===== config.mk =====
export PLATFORM = sky130hd
export DESIGN_NAME = request_fifo
export DESIGN_NICKNAME = d
export VERILOG_FILES = /design/src/hdl/bus_slave_pkg.sv /design/src/hdl/request_fifo.sv
export VERILOG_INCLUDE_DIRS = /design/src /design/src/hdl
export SDC_FILE = /design/constraint.sdc
export NUM_CORES = 1
export LEC_CHECK = 0
export ABC_AREA = 1
export ABC_CLOCK_PERIOD_IN_PS = 2000
export CAP_MARGIN = 20
export CORE_MARGIN = 8
export CORE_UTILIZATION = 25
export CTS_BUF_LIST = sky130_fd_sc_hd__clkbuf_4 sky130_fd_sc_hd__clkbuf_8
export DETAILED_ROUTE_END_ITERATION = 16
export DONT_BUFFER_PORTS = 1
export GPL_ROUTABILITY_DRIVEN = 1
export PLACE_DENSITY = 0.36
export REMOVE_ABC_BUFFERS = 1
export SKIP_LAST_GASP = 1
export SYNTH_ARGS = -nofsm -noshare
export SYNTH_HDL_FRONTEND = slang
export SYNTH_SLANG_ARGS = --single-unit

===== constraint.sdc =====
create_clock -name trig_event -period 2 [get_ports trig_event]
set_input_delay 0.6 -clock trig_event [delete_from_list [all_inputs] [get_ports trig_event]]
set_output_delay 0.6 -clock trig_event [all_outputs]
set_load 0.01 [all_outputs]

===== src/hdl/bus_slave_defines.svh =====
`ifndef BUS_SLAVE_DEFINES_SVH
`define BUS_SLAVE_DEFINES_SVH

// serial bus geometry
`define BUS_ADDR_WIDTH 12 // 4096 byte locations
`define BUS_DATA_WIDTH 8

// request buffer between receiver and memory controller
`define REQ_FIFO_DEPTH 4

`endif


===== src/hdl/bus_slave_pkg.sv =====
`default_nettype none

`include "bus_slave_defines.svh"

package bus_slave_pkg;

	// write wins when the master raises both enables
	typedef enum logic
	{
		CMD_WRITE = 1'b0,
		CMD_READ  = 1'b1
	} bus_cmd_t;

	// one finished transfer of 21 bits
	typedef struct packed
	{
		bus_cmd_t                   cmd;
		logic [`BUS_ADDR_WIDTH-1:0] addr;
		logic [`BUS_DATA_WIDTH-1:0] data;
	} bus_request_t;

endpackage

`default_nettype wire


===== src/hdl/request_fifo.sv =====
`default_nettype none

`include "bus_slave_defines.svh"

module request_fifo
#(
	parameter int DEPTH = `REQ_FIFO_DEPTH
)
(
	input  wire                         trig_event,
	input  wire                         reset,
	input  wire                         push,
	input  bus_slave_pkg::bus_request_t request_in,
	input  wire                         pop,
	output bus_slave_pkg::bus_request_t request_out,
	output logic                        full,
	output logic                        not_empty
);

	localparam int PTR_W = (DEPTH > 1) ? $clog2(DEPTH) : 1;
	localparam int CNT_W = $clog2(DEPTH + 1);

	bus_slave_pkg::bus_request_t mem [DEPTH];
	logic [PTR_W-1:0]            wr_ptr;
	logic [PTR_W-1:0]            rd_ptr;
	logic [CNT_W-1:0]            count;

	assign full        = (count == CNT_W'(DEPTH));
	assign not_empty   = (count != '0);
	assign request_out = mem[rd_ptr]; // head always visible

	always_ff @(posedge trig_event)
	begin
		if (reset)
		begin
			wr_ptr <= '0;
			rd_ptr <= '0;
			count  <= '0;
		end
		else
		begin
			if (push)
				wr_ptr <= (wr_ptr == PTR_W'(DEPTH - 1)) ? '0 : wr_ptr + 1'b1;
			if (pop)
				rd_ptr <= (rd_ptr == PTR_W'(DEPTH - 1)) ? '0 : rd_ptr + 1'b1;
			// simultaneous push and pop leave the occupancy unchanged
			if (push && !pop)
				count <= count + 1'b1;
			else if (pop && !push)
				count <= count - 1'b1;
		end
	end

	always_ff @(posedge trig_event)
	begin
		if (push)
			mem[wr_ptr] <= request_in;
	end

	// the receiver holds off on full, the controller on empty
	assert property (@(posedge trig_event) disable iff (reset) push |-> !full);
	assert property (@(posedge trig_event) disable iff (reset) pop |-> not_empty);

endmodule

`default_nettype wire


After elaboration in Yosys (flattened, before gate mapping)
Memory sizes are Yosys's and may differ from the RTL's. A register that Yosys moved wholly into a read port is not among the register bits.
Index checks and enable logic that the tools add are counted.
{ "totals": {"register_bits": 7, "mem_bits_rw": 84, "in_bits": 25, "out_inout_bits": 23, "word_cells": 25, "mem_count": 1} }
{ "mem_list": {"columns": ["memory", "depth", "width", "rd", "rd_ports_with_merged_regs", "wr", "line", "rtl"], "rows": [
  ["mem", 4, 21, 1, 1, 1, "request_fifo.sv:23", "bus_slave_pkg::bus_request_t mem [DEPTH];"]
]} }
{ "op_classes": {"addsub": 4, "eq_ne": 3, "n_mux": 8, "reduce_logical": 6} }
{ "ops": {"columns": ["operator", "n"], "rows": [
  ["$mux 2", 4],
  ["$mux 3", 2],
  ["$add 2x1->2 const B", 2],
  ["$eq 2x2->1 const B", 2],
  ["$add 3x1->3 const B", 1],
  ["$eq 3x3->1 const B", 1],
  ["$reduce_bool 3->1", 1],
  ["$sub 3x1->3 const B", 1],
  ["$logic_and 1x1->1", 2],
  ["$logic_not 1->1", 2],
  ["$mux 1", 2],
  ["$reduce_bool 2->1", 1]
]} }

Depth between registers and ports, before layout
{ "depth": {"depth_word": 4, "depth_mapped": 10, "mapped_depth_nobuf": 10} }

Worst setup path before layout
No wires, ideal clock.
{ "synth_path": {"kind": "in2reg", "startpoint": "in pop", "endpoint": "reg count[2]", "setup_time_ns": 0.110, "arrival_ns": 1.541, "t_required_ns": 1.890, "slack_ns": 0.349, "cell_stages": 10, "path_buffers": 0, "path_cell_list": "inv_1 -> ha_1 -> inv_1 -> fa_1 -> inv_1 -> nand2_1 -> nand3_1 -> nand2_1 -> inv_1 -> nor2_1"} }
{ "synth_via": {"elab_chain_len": 3, "word_cells_on_any_way": 5, "cone_classes": "1 x mux; 4 x reduce/logical"} }
{ "synth_lines": {"columns": ["item", "line", "rtl"], "rows": [
  ["start: declaration", "request_fifo.sv:14", "input wire pop,"],
  ["$logic_not 1->1", "request_fifo.sv:47", "if (push && !pop)"],
  ["$logic_and 1x1->1", "request_fifo.sv:47", null],
  ["$mux 3 / $reduce_bool 2->1 (equally long branches)", null, null],
  ["end signal: assignment", "request_fifo.sv:48", "count <= count + 1'b1;"],
  ["end signal: assignment", "request_fifo.sv:50", "count <= count - 1'b1;"],
  ["end: declaration", "request_fifo.sv:26", "logic [CNT_W-1:0] count;"]
]} }
Parallel ways exist; a longest one is shown, timed or not.
A chain may end at the register's enable or synchronous reset.

==> impl_metrics.ini <==
[finish]
diodes = 0
mostFrequentLayoutCells = edfxtp_1 (84), nor2_1 (47), o21ai_1 (27), o22ai_2 (20), o21ai_0 (16)
nets = 307
layout_commonest_cell = edfxtp_1
drive_above_1_share_pct = 21.1
stdcell_area_um2 = 4270
area_growth_pct = 17.2

[floorplan]
die_width_um = 137
core_area_um2 = 14400
num_rows = 44
initial_utilization_pct = 25.3
ios = 48
die_area_um2 = 18700
die_y_um = 137

[clock_network]
htree_levels = 3
cts_hold_buffers = 0
cts_tree = built
insertion_delay_ns = 0.36
cts_sinks = 93
clock_path_buffers = 2
cts.clk_slew.worst_paths_ns = 0.08
cts_root_buf = clkbuf_8
cts_buffers = 9

[pwr]
total_power_mw = 3.89
p_leak_nw = 1.47
powerDensity_nw_per_um2 = 911
irDropWorstVdd_mv = 0.220

[run_status]
outcome = completed

[global_route]
first_global_vias = 2075
antenna_found_initial = 0
grt_overflow = 0
grt_max_degree = 43
grt_first_pass_wirelength_um = 12900
grt_use_total_pct = 9.61

[sta]
fin_crit_sh_pct = 99.1
maxSlewViolCount = 0
min_period_ns = 1.98
rsz0062_at_grt = yes
setup_viol = 0
clock.fmax_mhz = 505
worst_pin_slew_ns = 0.373
whs_ns = 0.298
clock_skew_ns = 0.00641
slew-limit-headroom_pct = 75.0
hold_viol = 0

[worst_setup_path]
setup.worst_path.class = reg2out
crit_path_end_kind = output port
cp_max_fo = 7
worstPathArrival_ns = 1.38
startpoint_type = flip-flop
worst_ep_required_time_ns = 1.40

[detailed_routing]
vias = 2021
vias_per_cell = 4.36
drt_iter0_drc = 139
remaining_drc_errors = 0
wl_um = 8330
wl_per_cell_um = 17.9
drt_first_pass_iters = 4
postRouteAntennaNets = 0

[synth]
yosys_warnings = 0
synthTopCellsByArea = edfxtp_1 (69%), nor2_1 (5.1%), dfxtp_1 (5.0%), o21ai_1 (3.7%), o22ai_1 (3.3%)
seq_area_frac_synth_pct = 74.3
syn_inst = 264
synth_cell_types = 23
synth-edff-count = 84
ys.flop_type = edfxtp_1
synth_seq_cells = 93
synth_top_cell_by_area = edfxtp_1
syn_area_per_cell_um2 = 13.8
synth_area_um2 = 3640
synthArstFlopShare_pct = 0
synth_top_area_share_pct = 69.3

[place]
io_buffers = 0
place_area_um2 = 3850
hpwl_um = 4950
gp_congestion = 0.679

[job]
max-cap-violations = 0

[min_path]
hp-class = in2reg
==> power breakdown <==
group | internal (mW) | switching [mW]
clock network | 0.557 | 0.626
registers | 2.21 | 0.0403
logic | 0.166 | 0.285
==> final timing paths <==
check	from	end	slack (ns)	cells past startpoint
max reg2reg	wr_ptr[0]$_SDFFE_PP0P_	mem[3][20]$_DFFE_PP_	0.60	4
max	flip-flop	request_out[14]	0.02	4
min reg2reg	wr_ptr[1]$_SDFFE_PP0P_	wr_ptr[1]$_SDFFE_PP0P_	0.53	2
min	reset	count[0]$_SDFFE_PP0P_	0.30	1
==> registers in the layout, indices dropped and copies added (netlist names), named ones only <==
name,cells
count,3
mem,84
rd_ptr,2
wr_ptr,2
==> area by class of cell <==
class	count	area, um^2
multi-input cells	142	891
fillers	1460	10100
flip-flops and latches	93	2710
clock inverters	2	8.76
inverters	16	72.6
clock buffers	14	174
repair buffers	13	183
well taps	184	230
==> synthesized netlist by cell type, types with 3 or more instances <==
master,number
ha_1,6
buf_2,4
inv_1,15
nor2_1,49
nand2_1,9
o21ai_1,27
a21oi_1,3
o21ai_0,17
o22ai_1,19
dfxtp_1,9
buf_6,5
edfxtp_1,84
nor3_1,3
==> per-stage QoR <==
stage | std cells | setup WS (ns) | utilization, % | TNS [ns]
6_report | 464 | 0.0180 | 29.7 | 0
2_1_floorplan | 251 | -0.153 | - | -1.97
4_1_cts | 464 | -0.0340 | 29.5 | -0.109
5_1_grt | 464 | -0.0809 | 29.7 | -0.268
3_3_place_gp | 445 | 0.248 | 26.8 | 0
3_5_place_dp | 445 | 0.232 | 26.8 | 0
==> metal layers <==
| metal | part of all wire, % | global-route usage, % |
|---|---|---|
| met1 | 42 | 10.7 |
| met2 | 48 | 15.3 |
| met3 | 7.8 | 4.11 |
| met4 | 2.0 | 4.94 |
| met5 | 0 | 0 |
==> critical path, cell delays in order (launching register included) <==
cell and delay (ns):
dfxtp_4 0.45, buf_12 0.14, buf_16 0.13, nor2_1 0.05, o22ai_2 0.24
==> logic make-up after synthesis <==
kind of cell	after synthesis	synth area share, %
flops	93	74.3
xor+xnor	1	0.241
compound gates	69	10.7
simple gates	65	7.05
buf+inv	29	5.19
fa+ha+maj	7	2.61
==> timing repair <==
item / 4_1_cts / 5_1_grt
pin swaps: 3 / 3
gates resized for setup: 27 / 6
gates cloned: 2 / 0
setup endpoints to repair: 21 / 13
setup buffers: 1 / 0
Note: power is estimated with default switching activity, not from simulation.
