--- src/hdl/bus_slave_defines.svh ---
`ifndef BUS_SLAVE_DEFINES_SVH
`define BUS_SLAVE_DEFINES_SVH

// serial bus geometry
`define BUS_ADDR_WIDTH 12 // 4096 byte locations
`define BUS_DATA_WIDTH 8

// request buffer between receiver and memory controller
`define REQ_FIFO_DEPTH 4

`endif

--- src/hdl/bus_slave_pkg.sv ---
`default_nettype none

`include "bus_slave_defines.svh"

package bus_slave_pkg;

	// write wins when the master raises both enables
	typedef enum logic
	{
		CMD_WRITE = 1'b0,
		CMD_READ  = 1'b1
	} bus_cmd_t;

	// one finished transfer of 21 bits
	typedef struct packed
	{
		bus_cmd_t                   cmd;
		logic [`BUS_ADDR_WIDTH-1:0] addr;
		logic [`BUS_DATA_WIDTH-1:0] data;
	} bus_request_t;

endpackage

`default_nettype wire

--- src/hdl/slave_in_port.sv ---
`default_nettype none

`include "bus_slave_defines.svh"

module slave_in_port
(
	input  wire                        trig_event,
	input  wire                        reset,
	input  wire                        rx_address,
	input  wire                        rx_data,
	input  wire                        master_valid,
	input  wire                        read_en,
	input  wire                        write_en,
	input  wire                        fifo_full,
	output logic                       slave_ready,
	output logic                       rx_done,
	output logic                       push,
	output bus_slave_pkg::bus_request_t request_in
);

	typedef enum logic [1:0]
	{
		ST_IDLE,
		ST_RECEIVE,
		ST_COMMIT
	} rx_state_t;

	rx_state_t                   state;
	logic [3:0]                  bit_cnt;  // serial bit position
	logic                        has_cmd;  // at least one enable seen at handshake
	bus_slave_pkg::bus_request_t req;
	logic                        handshake;

	// only accept a transfer when the request can be buffered
	assign slave_ready = (state == ST_IDLE) && !fifo_full;
	assign handshake   = master_valid && slave_ready;

	assign rx_done    = (state == ST_COMMIT);
	assign push       = (state == ST_COMMIT) && has_cmd; // no request without an enable
	assign request_in = req;

	always_ff @(posedge trig_event)
	begin
		if (reset)
		begin
			state   <= ST_IDLE;
			bit_cnt <= 4'd0;
			has_cmd <= 1'b0;
		end
		else
		begin
			case (state)
				ST_IDLE:
				begin
					bit_cnt <= 4'd0;
					if (handshake)
					begin
						state   <= ST_RECEIVE;
						has_cmd <= write_en || read_en;
					end
				end
				ST_RECEIVE:
				begin
					if (bit_cnt == 4'(`BUS_ADDR_WIDTH - 1))
						state <= ST_COMMIT; // last address bit taken this edge
					else
						bit_cnt <= bit_cnt + 4'd1;
				end
				ST_COMMIT:
				begin
					state   <= ST_IDLE;
					bit_cnt <= 4'd0;
				end
				default:
					state <= ST_IDLE;
			endcase
		end
	end

	// payload bits land in place lsb first
	always_ff @(posedge trig_event)
	begin
		if (state == ST_IDLE && handshake)
			req.cmd <= write_en ? bus_slave_pkg::CMD_WRITE : bus_slave_pkg::CMD_READ;
		if (state == ST_RECEIVE)
		begin
			req.addr[bit_cnt] <= rx_address;
			if (bit_cnt < 4'(`BUS_DATA_WIDTH))
				req.data[bit_cnt[2:0]] <= rx_data; // data only on the first 8 edges
		end
	end

	// once accepted, the port stays busy until the request is committed
	assert property (@(posedge trig_event) disable iff (reset)
		handshake |=> (!slave_ready) [*12] ##1 (!slave_ready && rx_done));

endmodule

`default_nettype wire

--- config.mk ---
export PLATFORM = sky130hd
export DESIGN_NAME = slave_in_port
export DESIGN_NICKNAME = d
export VERILOG_FILES = /design/src/hdl/bus_slave_pkg.sv /design/src/hdl/slave_in_port.sv
export VERILOG_INCLUDE_DIRS = /design/src /design/src/hdl
export SDC_FILE = /design/constraint.sdc
export NUM_CORES = 1
export LEC_CHECK = 0
export BUFFER_PORTS_ARGS = -buffer_cell sky130_fd_sc_hd__buf_4
export CAP_MARGIN = 20
export CORE_ASPECT_RATIO = 1.4
export CORE_MARGIN = 4
export CORE_UTILIZATION = 35
export DETAILED_ROUTE_END_ITERATION = 7
export PLACE_DENSITY_LB_ADDON = 0.25
export SYNTH_ARGS = -nofsm -noshare
export SYNTH_HDL_FRONTEND = slang
export SYNTH_SLANG_ARGS = --single-unit
--- constraint.sdc ---
create_clock -name trig_event -period 1.3 [get_ports trig_event]
set_clock_uncertainty 0.15 [all_clocks]
set_input_delay 0.065 -clock trig_event [delete_from_list [all_inputs] [get_ports trig_event]]
set_output_delay 0.065 -clock trig_event [all_outputs]
set_load 0.05 [all_outputs]
# Yosys cells after proc, flatten, opt, wreduce, memory -nomap -nowiden
# Cells that the tools add are included.
# op_classes
addsub,1
mul,0
n_div,0
n_lt_le_gt_ge,5
n_eq_ne,6
shift,0
muxes,12
n_bitwise,0
reduce_logical,15
# op_table
op,n
$bwmux W12,1
$bwmux W8,1
$pmux W4 S2,1
$reduce_and A2 Y1,4
$logic_and A1 B1 Y1,6
$ne A2 B2 Y1 const B,3
$lt A4 B5 Y1 const B,1
$add A4 B1 Y4 const B,1
$demux W1 S4,1
$eq A4 B4 Y1 const B,1
$ge A4 B1 Y1 const B,1
$lt A3 B4 Y1 const B,1
$lt A4 B4 Y1 const B,1
$mux W2,2
$mux W4,1
$pmux W2 S2,1
$demux W1 S3,1
$ge A3 B1 Y1 const B,1
$mux W1,3
$eq A2 B1 Y1 const B,1
$eq A2 B2 Y1 const B,1
$logic_not A2 Y1,1
$reduce_bool A2 Y1,1
$reduce_or A2 Y1,1
other kinds (2),2
# word_totals
reg_bits,28
latchBits,0
ramBits,0
mem_bits_ro,0
in_bits,8
output_inout_bits,24
word_cells,45
mem_count,0

# Longest topological paths before layout
# depth
ltp_word,5
depth_mapped,4
depth_no_buf,4

# Worst setup path after synthesis
# OpenSTA, ideal clock, no wires.
# synth_path
kind,register to output
from,register state[1]
to,output port push
t_arrival_ps,1725
required_ps,1085
setup_slack_ps,-640
path_stages_with_launch,5
path_buffers,1
path_cell_list,dfxtp_1 buf_6 inv_1 nor2_1 and2_1
# synth_between
elab_chain_cells,2
# synth_rtl
element,line,rtl
start: declaration,slave_in_port.sv:28,rx_state_t state;
start signal: assignment,slave_in_port.sv:46,state <= ST_IDLE;
start signal: assignment,slave_in_port.sv:58,state <= ST_RECEIVE;
start signal: assignment,slave_in_port.sv:65,state <= ST_COMMIT;
$eq A2 B2 Y1,-,
named net rx_done,slave_in_port.sv:16,"output logic rx_done,"
$logic_and A1 B1 Y1,slave_in_port.sv:39,assign push = (state == ST_COMMIT) && has_cmd;
end: declaration,slave_in_port.sv:17,"output logic push,"
# The timed path passes the listed nets, and every way through them passes these cells.

# Worst setup path in the final report
# layout_path
from,register state[1]
to,"register req, in the netlist request_in[8] (enable)"
# layout_between
elab_chain_cells,1
# layout_rtl
element,line,rtl
$eq A2 B1 Y1,slave_in_port.sv:85,if (state == ST_RECEIVE)
end: declaration,slave_in_port.sv:31,bus_slave_pkg::bus_request_t req;
# Every way passes these cells.
# A chain may end at the register's enable or synchronous reset.

==> results.cfg <==
[min_path]
hp-start = fifo_full
hold_path.class = in -> reg
whs_endpoint = has_cmd$_SDFFE_PP0P_
hold-path-cell-count = 4

[sta]
finalSetupViolCount = 28
slew_viol_final = 0
hold_slack_ns = -0.00449
rsz0062_at_grt = yes
hold_viol = 1
period_needed_ns = 1.50
finalCritPeriodShare_pct = 115
fmax_mhz = 668
setup_ws_ns = -0.198
worst_pin_slew_ns = 0.260
finalSetupTns_ns = -3.77
slew_headroom_pct = 82.6

[pwr]
power_frac_clock_pct = 29.7
power.density_nw_per_um2 = 873
leakage_uw = 0.000743
p_seq_share_pct = 60.7
pwr-share-comb_pct = 9.6
switching_share_pct = 21.7
vdd_ir_drop_max_v = 0.000522
switchingPower_uw = 349
p_int_uw = 1260

[synthesis]
ys.flop_type = edfxtp_1
synth_top_family_by_area = simple AND/OR/NAND/NOR gates
synth_cells = 91
yosysWarnings = 0
synth-compound-area-share_pct = 4.03
yosysSeqAreaShare_pct = 65.3
syn_avg_cell_area_um2 = 13.0
ys_top_cells_by_count = 21 x edfxtp_1, 12 x nor2_1, 9 x and2_1
synth.distinct_cells = 27
synth_edf_count = 21
syn_nets = 103
synth_area_um2 = 1180
synth_top_area_share_pct = 53.4
yosysTopAreaCell = edfxtp_1
synth_xor_area_share_pct = 0.742
synth-simple-area-share_pct = 23.1
synth.area.mux_share_pct = 0
synth_fa_ha_area_share_pct = 4.24
yosysMostFrequentCell = edfxtp_1
synthArstFlopShare_pct = 0
synth-seq-cells = 28
ys_top_cells_by_area = edfxtp_1 53%, dfxtp_1 12%, and2_1 4.8%

[clocking]
numCtsBuffers = 3
clkTransAtPathRegs_ns = 0.10
htreeDepth = 1
cts_root_buf = clkbuf_8
clk-insertion-delay-late_ns = 0.28
ctsLongestPathBuffers = 2
cts_tree = built
cts_sinks = 28

[worst_setup_path]
arrival_ns = 1.36
slowest_delay_ns = 0.37
reg2reg_from = state[1]$_SDFFE_PP0P_
critPathKind = reg -> reg
crit_fanout = 4
worstReg2RegEnd = request_in[8]$_DFFE_PP_
reg2reg_slack_ns = -0.20
cp_top_family = simple AND/OR/NAND/NOR gates
required_ns = 1.16
path_buf_inv = 1
reg2reg_depth = 4
start_kind = flop
end_kind = flop
critPathSlowestCell = dfxtp_4
path_cells = buf_12 > nor3b_4 > and2b_2 > and2_4

[global_routing]
grt-busiest-layer = met2
grt_start_max_net_pins = 16
gr-usage-met3_pct = 2.02
grt_use_met1_pct = 13.4
antenna_found_initial = 0
grt_pass1_vias = 906
use_met2_pct = 21.2
grt_usage_pct = 12.3
overflow = 0
grt_pass1_wl_um = 4170

[floorplanning]
core_um2 = 3180
fp.dieH_um = 76.7
initial_core_util_pct = 37.1
fp.dieW_um = 57.1
pin_count = 32
num_rows = 24
dieArea_um2 = 4380

[drt]
drt_iter0_drc = 18
routed_wl_um = 2600
vias = 903
avgRoutedWirePerCell_um = 13.8
firstDrtPassIters = 4
post-route-drc-count = 0
viasPerCell = 4.78
postRouteAntennaNets = 0

[finish]
drive_above_1_share_pct = 58.7
area_growth_pct = 56.3
fillCellCount = 295
fin_nets = 163
antennaDiodeCount = 0

[run_status]
outcome = complete, but fails checks
violations = hold timing, setup timing

[run]
maxCapViolCount = 0

[placement]
dp_hpwl_um = 1880
place_congestion = 0.780
io_buffers = 31
dp_slack_ns = -0.117
## layout by cell type (no fill, tap or decap), types with 2 or more instances in the layout
master / count
buf_4: 45
edfxtp_1: 21
and2_4: 7
nor2_1: 6
nor2_2: 5
dlygate4sd3_1: 5
dfxtp_2: 4
buf_6: 4
and3_1: 3
inv_1: 3
nor3_2: 3
a21oi_1: 3
ha_1: 3
clkbuf_8: 3
nand2_2: 2
nand2b_1: 2
nand2_1: 2
and2_1: 2
nand3_1: 2
buf_8: 2
dfxtp_4: 2
## how the worst max path moves through the flow
stage                            start                  endpoint  cells past startpoint
4_1_cts          state[1]$_SDFFE_PP0P_   request_in[8]$_DFFE_PP_                      4
2_1_floorplan    state[1]$_SDFFE_PP0P_                      push                      4
6_report         state[1]$_SDFFE_PP0P_   request_in[8]$_DFFE_PP_                      4
3_3_place_gp   bit_cnt[3]$_SDFFE_PP0P_  request_in[19]$_DFFE_PP_                      3
3_5_place_dp   bit_cnt[3]$_SDFFE_PP0P_  request_in[19]$_DFFE_PP_                      3
5_1_grt          state[1]$_SDFFE_PP0P_   request_in[0]$_DFFE_PP_                      4
## layer usage
metal	part of all wire, %	up-vias	wire, µm
met2	54	35	1410
met4	3.8	0	100
met5	0	-	0
met1	36	421	940
li1	-	438	-
met3	5.9	9	154
## kinds of logic after synthesis
kind of cell,count (synthesis)
flops,28
xor+xnor,1
compound gates,8
simple gates,44
fa+ha+maj,4
buf+inv,6
## flip-flops by register name, indices dropped and copies added (netlist names)
signal      cells
request_in     21
has_cmd         1
bit_cnt         4
state           2
## final cells by class
cell class                      count  area [µm²]  share of cell area, %
Sequential cell                    28         783                   42.5
Timing Repair Buffer               57         483                   26.2
Multi-Input combinational cell     57         467                   25.3
Tap cell                           39        48.8                   2.65
Clock buffer                        4        45.0                   2.44
Inverter                            4        17.5                  0.950
## power groups by stage
stage               Clock, µW  Sequential, µW  Combinational (µW)
finish                    478             977                 155
global route              533             979                 168
floorplan                   0            1020                47.3
detailed placement          0             998                 131
CTS                       485             976                 149
global placement            0             997                 127
## worst min-delay path, stage by stage
cell      delay [ns]
buf_4           0.10
nor4b_4         0.05
nor2_1          0.11
a211oi_2        0.04
## what timing repair did
item / in CTS / in global routing
buffers inserted: 2 / 4
setup endpoints to repair: 30 / 31
resized for setup: 21 / 15
hold buffers: 5 / 0
pin swaps: 7 / 6
endpoints found under the hold margin: 25 / 0
## per-stage QoR
stage                     utilization [%]  hold slack, ns  cells  instance area, µm²  power, µW
after floorplan                         -         -0.0223     91                1210       1060
after detailed placement             49.8           0.110    174                1590       1130
after global placement               49.8           0.106    174                1590       1120
after global routing                 57.9         0.00464    189                1840       1680
final                                57.9        -0.00449    189                1840       1610
after CTS                            55.5         -0.0360    185                1770       1610
Power figures use the tool's default switching activity.
